File: config.mk
export PLATFORM = sky130hd
export DESIGN_NAME = reservation_station
export DESIGN_NICKNAME = d
export VERILOG_FILES = /design/src/rs_instr_pkg.sv /design/src/rs_sched_pkg.sv /design/src/reservation_station.sv /design/src/rs_dispatch_in.sv /design/src/rs_entry_array.sv /design/src/rs_issue_select.sv
export VERILOG_INCLUDE_DIRS = /design/src /design/src/src
export SDC_FILE = /design/constraint.sdc
export NUM_CORES = 1
export LEC_CHECK = 0
export BUFFER_PORTS_ARGS = -buffer_cell sky130_fd_sc_hd__buf_2
export CORE_MARGIN = 10
export CORE_UTILIZATION = 35
export CTS_BUF_LIST = sky130_fd_sc_hd__clkbuf_8 sky130_fd_sc_hd__clkbuf_16
export CTS_CLUSTER_SIZE = 10
export DETAILED_ROUTE_END_ITERATION = 10
export PLACE_DENSITY = 0.52
export SLEW_MARGIN = 10
export SYNTH_ARGS = -nofsm -noshare
export SYNTH_HDL_FRONTEND = slang
export SYNTH_SLANG_ARGS = --single-unit
File: constraint.sdc
create_clock -name clock -period 11 [get_ports clock]
set_input_delay 3.3 -clock clock [delete_from_list [all_inputs] [get_ports clock]]
set_output_delay 3.3 -clock clock [all_outputs]
set_load 0.1 [all_outputs]
File: src/rs_consts.svh
// reservation station constants
// sizes shared by the packages, the RTL and the testbench
// slot count must be a power of two, at least 4

`ifndef RS_CONSTS_SVH
`define RS_CONSTS_SVH

////////////////////////////////////////////////////////////
// station geometry
////////////////////////////////////////////////////////////

// number of station slots
`define RS_N_ENTRIES 8

////////////////////////////////////////////////////////////
// instruction fields
////////////////////////////////////////////////////////////

// physical register tag width
`define RS_TAG_BITS 6

// opcode field width
`define RS_OPCODE_BITS 7

// common data bus broadcast ports per cycle
`define RS_N_CDB 2

`endif

File: src/rs_instr_pkg.sv
// instruction types
// fields of an instruction as it moves from dispatch to issue,
// plus the common data bus tag match used for wakeup

`default_nettype none

`include "rs_consts.svh"

package rs_instr_pkg;

	// physical register tag
	typedef logic [`RS_TAG_BITS-1:0] phys_tag_t;

	// instruction opcode
	typedef logic [`RS_OPCODE_BITS-1:0] opcode_t;

	// true when any valid cdb port carries this tag
	function automatic logic tag_on_cdb(
		input phys_tag_t                  tag,
		input logic      [`RS_N_CDB-1:0] cdb_valid,
		input phys_tag_t [`RS_N_CDB-1:0] cdb_tag
	);
		logic hit;
		hit = 1'b0;
		for (int p = 0; p < `RS_N_CDB; p++) begin
			if (cdb_valid[p] && (cdb_tag[p] == tag)) begin
				hit = 1'b1;
			end
		end
		return hit;
	endfunction

endpackage

`default_nettype wire

File: src/rs_sched_pkg.sv
// scheduler bookkeeping types
// slot index, relative age and per-slot state of the station

`default_nettype none

`include "rs_consts.svh"

package rs_sched_pkg;

	////////////////////////////////////////////////////////////
	// slot addressing
	////////////////////////////////////////////////////////////

	// index of one station slot
	typedef logic [$clog2(`RS_N_ENTRIES)-1:0] entry_idx_t;

	// age of an occupied slot, larger is older
	// same width as the index, so one slot per value
	typedef logic [$clog2(`RS_N_ENTRIES)-1:0] age_t;

	////////////////////////////////////////////////////////////
	// slot state
	////////////////////////////////////////////////////////////

	// free -> waiting on operands -> ready to issue -> free
	typedef enum logic [1:0] {
		es_free,
		es_waiting,
		es_ready
	} entry_state_t;

endpackage

`default_nettype wire

File: src/reservation_station.sv
// reservation station top
// dispatch input, entry array and issue select joined into one
// out-of-order issue queue

`timescale 1ns/1ps
`default_nettype none

`include "rs_consts.svh"

module reservation_station
	import rs_instr_pkg::*, rs_sched_pkg::*;
(
	input  wire logic                            clock,
	input  wire logic                            reset,
	// dispatch side
	input  wire logic                            i_disp_valid,
	input  wire opcode_t                         i_disp_opcode,
	input  wire phys_tag_t                       i_disp_dest,
	input  wire phys_tag_t                       i_disp_src1,
	input  wire logic                            i_disp_src1_rdy,
	input  wire phys_tag_t                       i_disp_src2,
	input  wire logic                            i_disp_src2_rdy,
	output logic                                 o_disp_ready,
	// cdb broadcasts
	input  wire logic      [`RS_N_CDB-1:0]       i_cdb_valid,
	input  wire phys_tag_t [`RS_N_CDB-1:0]       i_cdb_tag,
	// issue side
	output logic                                 o_iss_valid,
	output opcode_t                              o_iss_opcode,
	output phys_tag_t                            o_iss_dest,
	output phys_tag_t                            o_iss_src1,
	output phys_tag_t                            o_iss_src2,
	input  wire logic                            i_iss_ready
);

	// dispatch to array
	logic                          wr_en;
	entry_idx_t                    wr_slot;
	opcode_t                       wr_opcode;
	phys_tag_t                     wr_dest, wr_src1, wr_src2;
	logic                          wr_src1_rdy, wr_src2_rdy;
	logic      [`RS_N_ENTRIES-1:0] free_mask;
	// array to issue select
	logic      [`RS_N_ENTRIES-1:0] ready_mask;
	age_t      [`RS_N_ENTRIES-1:0] age;
	opcode_t   [`RS_N_ENTRIES-1:0] opcode;
	phys_tag_t [`RS_N_ENTRIES-1:0] dest, src1, src2;
	logic                          take_en;
	entry_idx_t                    take_slot;

	rs_dispatch_in u_dispatch (
		.i_disp_valid, .i_disp_opcode, .i_disp_dest,
		.i_disp_src1, .i_disp_src1_rdy, .i_disp_src2, .i_disp_src2_rdy,
		.o_disp_ready, .i_cdb_valid, .i_cdb_tag, .i_free_mask(free_mask),
		.o_wr_en(wr_en), .o_wr_slot(wr_slot), .o_wr_opcode(wr_opcode),
		.o_wr_dest(wr_dest), .o_wr_src1(wr_src1), .o_wr_src2(wr_src2),
		.o_wr_src1_rdy(wr_src1_rdy), .o_wr_src2_rdy(wr_src2_rdy)
	);

	rs_entry_array u_array (
		.clock, .reset,
		.i_wr_en(wr_en), .i_wr_slot(wr_slot), .i_wr_opcode(wr_opcode),
		.i_wr_dest(wr_dest), .i_wr_src1(wr_src1), .i_wr_src2(wr_src2),
		.i_wr_src1_rdy(wr_src1_rdy), .i_wr_src2_rdy(wr_src2_rdy),
		.i_cdb_valid, .i_cdb_tag, .i_take_en(take_en), .i_take_slot(take_slot),
		.o_free_mask(free_mask), .o_ready_mask(ready_mask), .o_age(age),
		.o_opcode(opcode), .o_dest(dest), .o_src1(src1), .o_src2(src2)
	);

	rs_issue_select u_select (
		.clock, .reset,
		.i_ready_mask(ready_mask), .i_age(age), .i_opcode(opcode),
		.i_dest(dest), .i_src1(src1), .i_src2(src2),
		.o_take_en(take_en), .o_take_slot(take_slot),
		.o_iss_valid, .o_iss_opcode, .o_iss_dest, .o_iss_src1, .o_iss_src2,
		.i_iss_ready
	);

endmodule

`default_nettype wire

File: src/rs_dispatch_in.sv
// reservation station dispatch input
// accepts one instruction per cycle into the lowest free slot,
// folding same-cycle cdb broadcasts into its source ready flags

`timescale 1ns/1ps
`default_nettype none

`include "rs_consts.svh"

module rs_dispatch_in
	import rs_instr_pkg::*, rs_sched_pkg::*;
(
	// dispatch side
	input  wire logic                            i_disp_valid,
	input  wire opcode_t                         i_disp_opcode,
	input  wire phys_tag_t                       i_disp_dest,
	input  wire phys_tag_t                       i_disp_src1,
	input  wire logic                            i_disp_src1_rdy,
	input  wire phys_tag_t                       i_disp_src2,
	input  wire logic                            i_disp_src2_rdy,
	output logic                                 o_disp_ready,
	// cdb broadcasts
	input  wire logic      [`RS_N_CDB-1:0]       i_cdb_valid,
	input  wire phys_tag_t [`RS_N_CDB-1:0]       i_cdb_tag,
	// slot occupancy from the entry array
	input  wire logic      [`RS_N_ENTRIES-1:0]   i_free_mask,
	// write port into the entry array
	output logic                                 o_wr_en,
	output entry_idx_t                           o_wr_slot,
	output opcode_t                              o_wr_opcode,
	output phys_tag_t                            o_wr_dest,
	output phys_tag_t                            o_wr_src1,
	output phys_tag_t                            o_wr_src2,
	output logic                                 o_wr_src1_rdy,
	output logic                                 o_wr_src2_rdy
);

	////////////////////////////////////////////////////////////
	// free slot search
	////////////////////////////////////////////////////////////

	// lowest free slot wins, scan from the top so it overwrites last
	always_comb begin
		o_wr_slot = '0;
		for (int i = `RS_N_ENTRIES - 1; i >= 0; i--) begin
			if (i_free_mask[i]) begin
				o_wr_slot = entry_idx_t'(i);
			end
		end
	end

	// room for one more
	assign o_disp_ready = |i_free_mask;
	assign o_wr_en      = i_disp_valid && o_disp_ready;

	////////////////////////////////////////////////////////////
	// operand bypass
	////////////////////////////////////////////////////////////

	// producer broadcasting this cycle would be missed by the array
	assign o_wr_src1_rdy = i_disp_src1_rdy || tag_on_cdb(i_disp_src1, i_cdb_valid, i_cdb_tag);
	assign o_wr_src2_rdy = i_disp_src2_rdy || tag_on_cdb(i_disp_src2, i_cdb_valid, i_cdb_tag);

	// payload goes straight through
	assign o_wr_opcode = i_disp_opcode;
	assign o_wr_dest   = i_disp_dest;
	assign o_wr_src1   = i_disp_src1;
	assign o_wr_src2   = i_disp_src2;

	// a write must never land on an occupied slot
	always_comb begin
		if (o_wr_en) begin
			assert final (i_free_mask[o_wr_slot])
				else $error("dispatch write to occupied slot %0d", o_wr_slot);
		end
	end

endmodule

`default_nettype wire

File: src/rs_entry_array.sv
// reservation station entry array
// holds dispatched instructions, one state machine per slot,
// wakes operands on cdb tag matches and keeps a relative age
// for oldest-first selection

`timescale 1ns/1ps
`default_nettype none

`include "rs_consts.svh"

module rs_entry_array
	import rs_instr_pkg::*, rs_sched_pkg::*;
(
	input  wire logic                                clock,
	input  wire logic                                reset,
	// write port from dispatch
	input  wire logic                                i_wr_en,
	input  wire entry_idx_t                          i_wr_slot,
	input  wire opcode_t                             i_wr_opcode,
	input  wire phys_tag_t                           i_wr_dest,
	input  wire phys_tag_t                           i_wr_src1,
	input  wire phys_tag_t                           i_wr_src2,
	input  wire logic                                i_wr_src1_rdy,
	input  wire logic                                i_wr_src2_rdy,
	// cdb broadcasts
	input  wire logic      [`RS_N_CDB-1:0]           i_cdb_valid,
	input  wire phys_tag_t [`RS_N_CDB-1:0]           i_cdb_tag,
	// take port from issue select
	input  wire logic                                i_take_en,
	input  wire entry_idx_t                          i_take_slot,
	// per-slot view
	output logic       [`RS_N_ENTRIES-1:0]           o_free_mask,
	output logic       [`RS_N_ENTRIES-1:0]           o_ready_mask,
	output age_t       [`RS_N_ENTRIES-1:0]           o_age,
	output opcode_t    [`RS_N_ENTRIES-1:0]           o_opcode,
	output phys_tag_t  [`RS_N_ENTRIES-1:0]           o_dest,
	output phys_tag_t  [`RS_N_ENTRIES-1:0]           o_src1,
	output phys_tag_t  [`RS_N_ENTRIES-1:0]           o_src2
);

	entry_state_t state_q [`RS_N_ENTRIES];
	logic         src1_rdy_q [`RS_N_ENTRIES];
	logic         src2_rdy_q [`RS_N_ENTRIES];
	logic         wake1 [`RS_N_ENTRIES];
	logic         wake2 [`RS_N_ENTRIES];
	age_t         taken_age;

	////////////////////////////////////////////////////////////
	// wakeup
	////////////////////////////////////////////////////////////

	// flags as they will be after this cycle's broadcasts
	always_comb begin
		for (int i = 0; i < `RS_N_ENTRIES; i++) begin
			wake1[i] = src1_rdy_q[i] || tag_on_cdb(o_src1[i], i_cdb_valid, i_cdb_tag);
			wake2[i] = src2_rdy_q[i] || tag_on_cdb(o_src2[i], i_cdb_valid, i_cdb_tag);
		end
	end

	// age of the slot leaving this cycle
	assign taken_age = o_age[i_take_slot];

	////////////////////////////////////////////////////////////
	// slot state and age
	////////////////////////////////////////////////////////////

	// age counts younger occupied slots, so it stays unique:
	// every write steps it up, a take of a younger slot steps it down
	always_ff @(posedge clock) begin
		if (reset) begin
			for (int i = 0; i < `RS_N_ENTRIES; i++) begin
				state_q[i]    <= es_free;
				src1_rdy_q[i] <= 1'b0;
				src2_rdy_q[i] <= 1'b0;
				o_age[i]      <= '0;
			end
		end else begin
			for (int i = 0; i < `RS_N_ENTRIES; i++) begin
				case (state_q[i])
					es_free: begin
						if (i_wr_en && (i_wr_slot == entry_idx_t'(i))) begin
							src1_rdy_q[i] <= i_wr_src1_rdy;
							src2_rdy_q[i] <= i_wr_src2_rdy;
							o_age[i]      <= '0;
							state_q[i]    <= (i_wr_src1_rdy && i_wr_src2_rdy) ? es_ready : es_waiting;
						end
					end
					es_waiting: begin
						src1_rdy_q[i] <= wake1[i];
						src2_rdy_q[i] <= wake2[i];
						if (wake1[i] && wake2[i]) begin
							state_q[i] <= es_ready;
						end
					end
					es_ready: begin
						if (i_take_en && (i_take_slot == entry_idx_t'(i))) begin
							state_q[i] <= es_free;
						end
					end
					default: state_q[i] <= es_free;
				endcase
				// occupied slots age, saturating at the top
				if (state_q[i] != es_free) begin
					if (i_wr_en && !(i_take_en && (o_age[i] > taken_age))) begin
						if (o_age[i] != '1) begin
							o_age[i] <= o_age[i] + 1'b1;
						end
					end else if (!i_wr_en && i_take_en && (o_age[i] > taken_age)) begin
						o_age[i] <= o_age[i] - 1'b1;
					end
				end
			end
		end
	end

	// instruction payload
	always_ff @(posedge clock) begin
		if (i_wr_en) begin
			o_opcode[i_wr_slot] <= i_wr_opcode;
			o_dest[i_wr_slot]   <= i_wr_dest;
			o_src1[i_wr_slot]   <= i_wr_src1;
			o_src2[i_wr_slot]   <= i_wr_src2;
		end
	end

	always_comb begin
		for (int i = 0; i < `RS_N_ENTRIES; i++) begin
			o_free_mask[i]  = (state_q[i] == es_free);
			o_ready_mask[i] = (state_q[i] == es_ready);
		end
	end

	// take must come from a slot that is ready now
	assert property (@(posedge clock) disable iff (reset)
		i_take_en |-> (state_q[i_take_slot] == es_ready))
		else $error("take of slot %0d which is not ready", i_take_slot);

	// dispatch and issue never meet on one slot
	assert property (@(posedge clock) disable iff (reset)
		(i_wr_en && i_take_en) |-> (i_wr_slot != i_take_slot))
		else $error("write and take both hit slot %0d", i_wr_slot);

endmodule

`default_nettype wire

File: src/rs_issue_select.sv
// reservation station issue select
// picks the oldest ready slot and moves it into a one-entry
// issue register with valid/ready back-pressure

`timescale 1ns/1ps
`default_nettype none

`include "rs_consts.svh"

module rs_issue_select
	import rs_instr_pkg::*, rs_sched_pkg::*;
(
	input  wire logic                               clock,
	input  wire logic                               reset,
	// per-slot view of the entry array
	input  wire logic      [`RS_N_ENTRIES-1:0]      i_ready_mask,
	input  wire age_t      [`RS_N_ENTRIES-1:0]      i_age,
	input  wire opcode_t   [`RS_N_ENTRIES-1:0]      i_opcode,
	input  wire phys_tag_t [`RS_N_ENTRIES-1:0]      i_dest,
	input  wire phys_tag_t [`RS_N_ENTRIES-1:0]      i_src1,
	input  wire phys_tag_t [`RS_N_ENTRIES-1:0]      i_src2,
	// take port back to the array
	output logic                                    o_take_en,
	output entry_idx_t                              o_take_slot,
	// issue side
	output logic                                    o_iss_valid,
	output opcode_t                                 o_iss_opcode,
	output phys_tag_t                               o_iss_dest,
	output phys_tag_t                               o_iss_src1,
	output phys_tag_t                               o_iss_src2,
	input  wire logic                               i_iss_ready
);

	localparam int N = `RS_N_ENTRIES;

	// heap-ordered tree, leaves at N..2N-1, root at 1
	logic       node_vld [1:2*N-1];
	age_t       node_age [1:2*N-1];
	entry_idx_t node_idx [1:2*N-1];
	logic       load_en;

	////////////////////////////////////////////////////////////
	// oldest-ready reduction
	////////////////////////////////////////////////////////////

	always_comb begin
		for (int i = 0; i < N; i++) begin
			node_vld[N+i] = i_ready_mask[i];
			node_age[N+i] = i_age[i];
			node_idx[N+i] = entry_idx_t'(i);
		end
		// right child only wins when strictly older
		for (int n = N - 1; n >= 1; n--) begin
			if (node_vld[2*n+1] && (!node_vld[2*n] || (node_age[2*n+1] > node_age[2*n]))) begin
				node_vld[n] = 1'b1;
				node_age[n] = node_age[2*n+1];
				node_idx[n] = node_idx[2*n+1];
			end else begin
				node_vld[n] = node_vld[2*n];
				node_age[n] = node_age[2*n];
				node_idx[n] = node_idx[2*n];
			end
		end
	end

	////////////////////////////////////////////////////////////
	// issue register
	////////////////////////////////////////////////////////////

	// empty or draining this cycle
	assign load_en     = !o_iss_valid || i_iss_ready;
	assign o_take_en   = load_en && node_vld[1];
	assign o_take_slot = node_idx[1];

	always_ff @(posedge clock) begin
		if (reset) begin
			o_iss_valid <= 1'b0;
		end else if (load_en) begin
			o_iss_valid <= node_vld[1];
		end
	end

	always_ff @(posedge clock) begin
		if (o_take_en) begin
			o_iss_opcode <= i_opcode[node_idx[1]];
			o_iss_dest   <= i_dest[node_idx[1]];
			o_iss_src1   <= i_src1[node_idx[1]];
			o_iss_src2   <= i_src2[node_idx[1]];
		end
	end

	// stalled issue keeps its whole payload
	assert property (@(posedge clock) disable iff (reset)
		(o_iss_valid && !i_iss_ready) |=> (o_iss_valid && $stable(o_iss_opcode)
			&& $stable(o_iss_dest) && $stable(o_iss_src1) && $stable(o_iss_src2)))
		else $error("issue outputs changed while stalled");

endmodule

`default_nettype wire

==> flow_summary.json, run 1 <==
{
  "status": "finished clean",
  "core_area_sq_um": 47500,
  "cp-start-kind": "register",
  "grt-ovfl-total": 0,
  "grt_usage_pct": 18.4,
  "drt_iter0_markers": 1076,
  "antenna_cells": 0,
  "arrival_ps": 9040,
  "area_growth_pct": 12.3,
  "final_common_cell": "edfxtp_1",
  "syn_inst": 1505,
  "layout_common_cells": "257 x edfxtp_1, 111 x xor2_1, 108 x xnor2_1, 95 x nor2_1, 91 x nand2_1",
  "drtAntennaViolNets": 0,
  "port_buffers": 71,
  "drc": 0,
  "cts_made_buffers": 36,
  "cp_slowest_stage_delay_ps": 910,
  "ys_ff_latch": 282,
  "clk_pin_slew_ps": 50,
  "timing_worst_slew_pin_value_ps": 1090,
  "ir_drop_v": 0.000195,
  "postCtsResizedCells": 0,
  "maxSlewHeadroom_pct": 27.2,
  "post_drt_wl_per_cell_microns": 24.4,
  "power_leakage_nw": 6.62,
  "slew_viol_final": 0,
  "setup_viol": 0,
  "vias": 12609,
  "clock_sinks": 282,
  "grt_max_degree": 54,
  "place.gp.congestion": 0.874,
  "required_ps": 11480,
  "wirelength_microns": 53500,
  "seq_area_frac_synth_pct": 48.9,
  "die_w_microns": 239,
  "cts_setup_buffers": 0,
  "grt_first_pass_wirelength_microns": 79600,
  "fillers": 4547,
  "clock_skew_ps": 26.3,
  "cap_violations": 0,
  "period_share_pct": 77.8,
  "dr.pass1.iters": 9,
  "antenna_found_initial": 2,
  "ys_dominant_reg_cell": "edfxtp_1",
  "num_io_pins": 72,
  "dp_hpwl_microns": 35200,
  "synth-async-reset-ratio_pct": 0,
  "cts_tree": "yes",
  "syn_area_sq_um": 16800,
  "end_kind": "register",
  "dieArea_sq_um": 57100,
  "crit_slowest_cell": "nor3_2",
  "crit_buf_inv": 2,
  "clk_latency_ps": 560,
  "min_path_cells": 2,
  "ys_types": 100,
  "synth_nets": 1611,
  "final.setup.tns_ps": 0,
  "start_util_pct": 35.3,
  "power.density_nw_per_um2": 320,
  "critPathKind": "reg2reg",
  "post-route-min-period_ps": 8560,
  "ys_warn_count": 0,
  "htreeDepth": 2,
  "instances_no_fill": 2193,
  "hold_viol": 0,
  "finalNetCount": 1667,
  "root_buffer": "clkbuf_16",
  "rsz0062_at_grt": "false",
  "layout-drive-gt1-share_pct": 13.5,
  "via_per_inst": 5.75,
  "max_freq_mhz": 117,
  "multi_input_area_sq_um": 8120,
  "path_depth": 29,
  "regArea_sq_um": 8220,
  "hold_class": "reg2reg",
  "die_h_microns": 239,
  "cp_top_family": "compound AO/OA/AOI/OAI gates",
  "r2r_cells": 29,
  "rows": 80,
  "syn_area_per_cell_sq_um": 11.2,
  "grt_pass1_vias": 12481,
  "synth_edf_count": 257,
  "crit_path_max_fanout": 14,
  "cts.hold.buffers_added": 0,
  "dp.cells": 2138,
  "clockBufferDepth": 3
}
area by class of cell:
type,instances,area share [%]
inverters,44,0.876
repair buffers,96,2.88
flip-flops and latches,282,43.6
well taps,615,4.08
multi-input cells,1101,43.1
clock buffers,37,4.91
clock inverters,18,0.578
worst min-delay path: stages (launching register included):
cell	delay [ps]
dfxtp_1	300
nand2b_1	90
a21oi_1	70
report_power, final:
group | switching [W] | leakage (nW) | internal, W
clock network | 0.000459 | 0.535 | 0.000608
registers | 0.000119 | 2.61 | 0.00136
logic | 0.00237 | 3.47 | 0.00112
synthesized netlist by cell type (16+ instances only):
| cell | number | share of area, % |
|---|---|---|
| xnor2_1 | 108 | 5.6 |
| a221oi_1 | 16 | 0.83 |
| xor2_1 | 111 | 5.8 |
| mux2_2 | 20 | 1.3 |
| a222oi_1 | 18 | 1.1 |
| nor4_1 | 50 | 1.9 |
| nor3_1 | 27 | 0.80 |
| a31oi_1 | 17 | 0.63 |
| inv_1 | 42 | 0.94 |
| nand4_1 | 42 | 1.6 |
| ha_1 | 61 | 4.5 |
| o21ai_0 | 70 | 2.1 |
| mux2i_1 | 52 | 3.1 |
| nor2_1 | 96 | 2.1 |
| clkbuf_1 | 63 | 1.4 |
| edfxtp_1 | 257 | 46 |
| dfxtp_1 | 25 | 3.0 |
| a21oi_1 | 63 | 1.9 |
| nand3_1 | 33 | 0.98 |
| nand2_1 | 91 | 2.0 |
registers in the layout (all words and copies together), names as in the netlist, 8 cells and up:
register	cells
u_array.o_opcode	56
u_array.o_dest	48
u_array.o_src1	48
u_array.o_src2	48
u_array.o_age	24
u_array.state_q	16
u_array.src1_rdy_q	8
u_array.src2_rdy_q	8
metrics by stage:
stage	utilization, %	hold slack [ps]	power (W)	cell area (sq um)	setup WS [ps]
after floorplan	-	477	0.00401	16800	3590
after global placement	37.5	498	0.00493	17800	2850
after detailed placement	37.5	502	0.00497	17800	2560
after CTS	39.6	513	0.00606	18800	2550
after global routing	39.6	543	0.00642	18800	1910
final	39.6	507	0.00604	18800	2440
per-layer routing:
| metal | track usage [%] | routed length (microns) | vias up |
|---|---|---|---|
| li1 | - | - | 5831 |
| met1 | 24.3 | 23400 | 6232 |
| met2 | 29.5 | 24800 | 443 |
| met3 | 3.18 | 3350 | 101 |
| met4 | 7.27 | 1900 | 2 |
| met5 | 0 | 12 | - |
cells by family after synthesis:
group,share of synthesized area [%]
adders and majority gates,4.55
muxes,4.44
xor gates and xnor gates,11.4
AOI/OAI and AO/OA,14.2
buffers and inverters,2.87
and+or+nand+nor,13.6
DFF,48.9
worst paths after layout:
check                                         start                                 to  slack [ps]
setup / recovery        u_array.o_age[1]$_SDFF_PP0_       u_array.o_age[21]$_SDFF_PP0_        2440
setup reg to reg        u_array.o_age[1]$_SDFF_PP0_       u_array.o_age[21]$_SDFF_PP0_        2440
hold / removal    u_select.o_iss_valid$_SDFFE_PP0P_  u_select.o_iss_valid$_SDFFE_PP0P_         510
hold reg to reg   u_select.o_iss_valid$_SDFFE_PP0P_  u_select.o_iss_valid$_SDFFE_PP0P_         510
Note: power is estimated with default switching activity, not from simulation.
==> run 2: changes to the inputs <==
Clock period 11 ns to 7.95 ns, I/O delays scaled along.
==> flow_summary.json, run 2 (same netlist as run 1, synthesis figures left out) <==
{
  "power.density_nw_per_um2": 444,
  "die_h_microns": 239,
  "hold_class": "reg2reg",
  "max_freq_mhz": 135,
  "final_core_util_pct": 39.8,
  "clock_skew_ps": 28.6,
  "period_share_pct": 93.0,
  "critPathMostFrequentCell": "ha_1",
  "setup_viol": 0,
  "place.gp.congestion": 0.873,
  "rows": 80,
  "dp_hpwl_microns": 35500,
  "cp_slowest_stage_delay_ps": 520,
  "post_drt_wl_per_cell_microns": 24.0,
  "maxSlewHeadroom_pct": 33.9,
  "status": "finished clean",
  "cts_tree": "yes",
  "use_met3_pct": 2.94,
  "vias": 12489,
  "power_w": 0.00841,
  "wirelength_microns": 52700,
  "via_per_inst": 5.68,
  "dieArea_sq_um": 57100,
  "drc": 0,
  "grt_pass1_vias": 12583,
  "cp_top_family": "compound AO/OA/AOI/OAI gates",
  "grt_usage_pct": 18.3,
  "r2r_slack_ps": 560,
  "end_kind": "register",
  "rsz0062_at_grt": "false",
  "hold_viol": 0,
  "power_leakage_nw": 6.67,
  "slew_viol_final": 0,
  "whs_ps": 536,
  "grt_max_degree": 44,
  "post-route-min-period_ps": 7390,
  "met1_usage_pct": 23.8,
  "clockBufferDepth": 3,
  "dp.cells": 2141,
  "required_ps": 8410,
  "drt_iter0_markers": 1021,
  "regMostFlops": "u_array.o_opcode",
  "start_util_pct": 35.3,
  "antenna_found_initial": 3,
  "final_common_cell": "edfxtp_1",
  "ir_drop_v": 0.000339,
  "dr.pass1.iters": 7,
  "timing_worst_slew_pin_value_ps": 992,
  "arrival_ps": 7850,
  "largest_reg_flops": 56,
  "grt_use_met2_pct": 31.0,
  "finalNetCount": 1671,
  "final.setup.tns_ps": 0,
  "num_io_pins": 72,
  "grt-ovfl-total": 0,
  "die_w_microns": 239,
  "clock_sinks": 282,
  "htreeDepth": 2,
  "cts_made_buffers": 37,
  "drtAntennaViolNets": 0,
  "crit_path_max_fanout": 12,
  "layout_common_cells": "257 x edfxtp_1, 111 x xor2_1, 108 x xnor2_1, 95 x nor2_1, 91 x nand2_1",
  "instances_no_fill": 2198,
  "root_buffer": "clkbuf_16",
  "antenna_cells": 0,
  "core_area_sq_um": 47500,
  "grt_first_pass_wirelength_microns": 80000,
  "clk_pin_slew_ps": 60,
  "crit_slowest_cell": "dfxtp_1",
  "crit_buf_inv": 2,
  "cap_violations": 0,
  "critPathKind": "reg2reg",
  "clk_latency_ps": 550,
  "area_growth_pct": 12.8,
  "layout-drive-gt1-share_pct": 13.8,
  "cp-start-kind": "register",
  "grt.busiest_layer": "met2",
  "cts.hold.buffers_added": 0,
  "port_buffers": 71
}
==> run 2: cell types whose count changed in the layout (fill, tap and decap cells not counted), sizes merged <==
| cell | delta |
|---|---|
| bufinv | +1 |
| clkinvlp | -1 |
| buf | +3 |
| clkinv | -3 |
| clkbuf | +2 |
| inv | +3 |
==> run 2: path summary, 6_finish.rpt <==
path | startpoint | end | depth (start not counted)
worst min-delay path | u_select.o_iss_valid$_SDFFE_PP0P_ | u_select.o_iss_valid$_SDFFE_PP0P_ | 2
worst max-delay path | u_array.o_age[13]$_SDFF_PP0_ | u_array.o_age[6]$_SDFF_PP0_ | 30
worst max register to register | u_array.o_age[13]$_SDFF_PP0_ | u_array.o_age[6]$_SDFF_PP0_ | 30
worst min register to register | u_select.o_iss_valid$_SDFFE_PP0P_ | u_select.o_iss_valid$_SDFFE_PP0P_ | 2
==> run 2: timing repair <==
action	4_1_cts	5_1_grt
setup buffers	0	0
gates resized for setup	0	1
setup endpoints to repair	0	21
==> run 2: cell type report <==
class / instances / area (sq um)
tap: 615 / 769
clock inverter: 18 / 135
inverter: 44 / 165
timing repair buffer: 99 / 566
fill: 4560 / 28600
clock buffer: 39 / 965
multi-input combinational: 1101 / 8120
sequential: 282 / 8220
==> run 2: stage by stage <==
step           area [sq um]  setup slack, ps
3_3_place_gp          17800              497
5_1_grt               18900             4.76
3_5_place_dp          17800              267
4_1_cts               18900              250
6_report              18900              558
2_1_floorplan         16800              540
==> run 2: worst reg2reg max path, delay by kind of cell (launching register included) <==
family	cells	cell delay (ps)
mux	2	670
fa+ha+maj	4	1190
buf+inv	2	380
compound gates	13	2970
flops	1	520
simple gates	9	1600
==> run 2: metal layers <==
layer / vias to the layer above / share of wire, %
li1: 5842 / -
met1: 6213 / 44
met2: 353 / 49
met3: 77 / 5.3
met4: 4 / 2.3
met5: - / 0.044
==> run 2: report_power, final <==
part           internal [W]  total (W)  switching [W]
clock network      0.000904    0.00154       0.000635
logic               0.00157    0.00481        0.00324
registers           0.00189    0.00206       0.000172
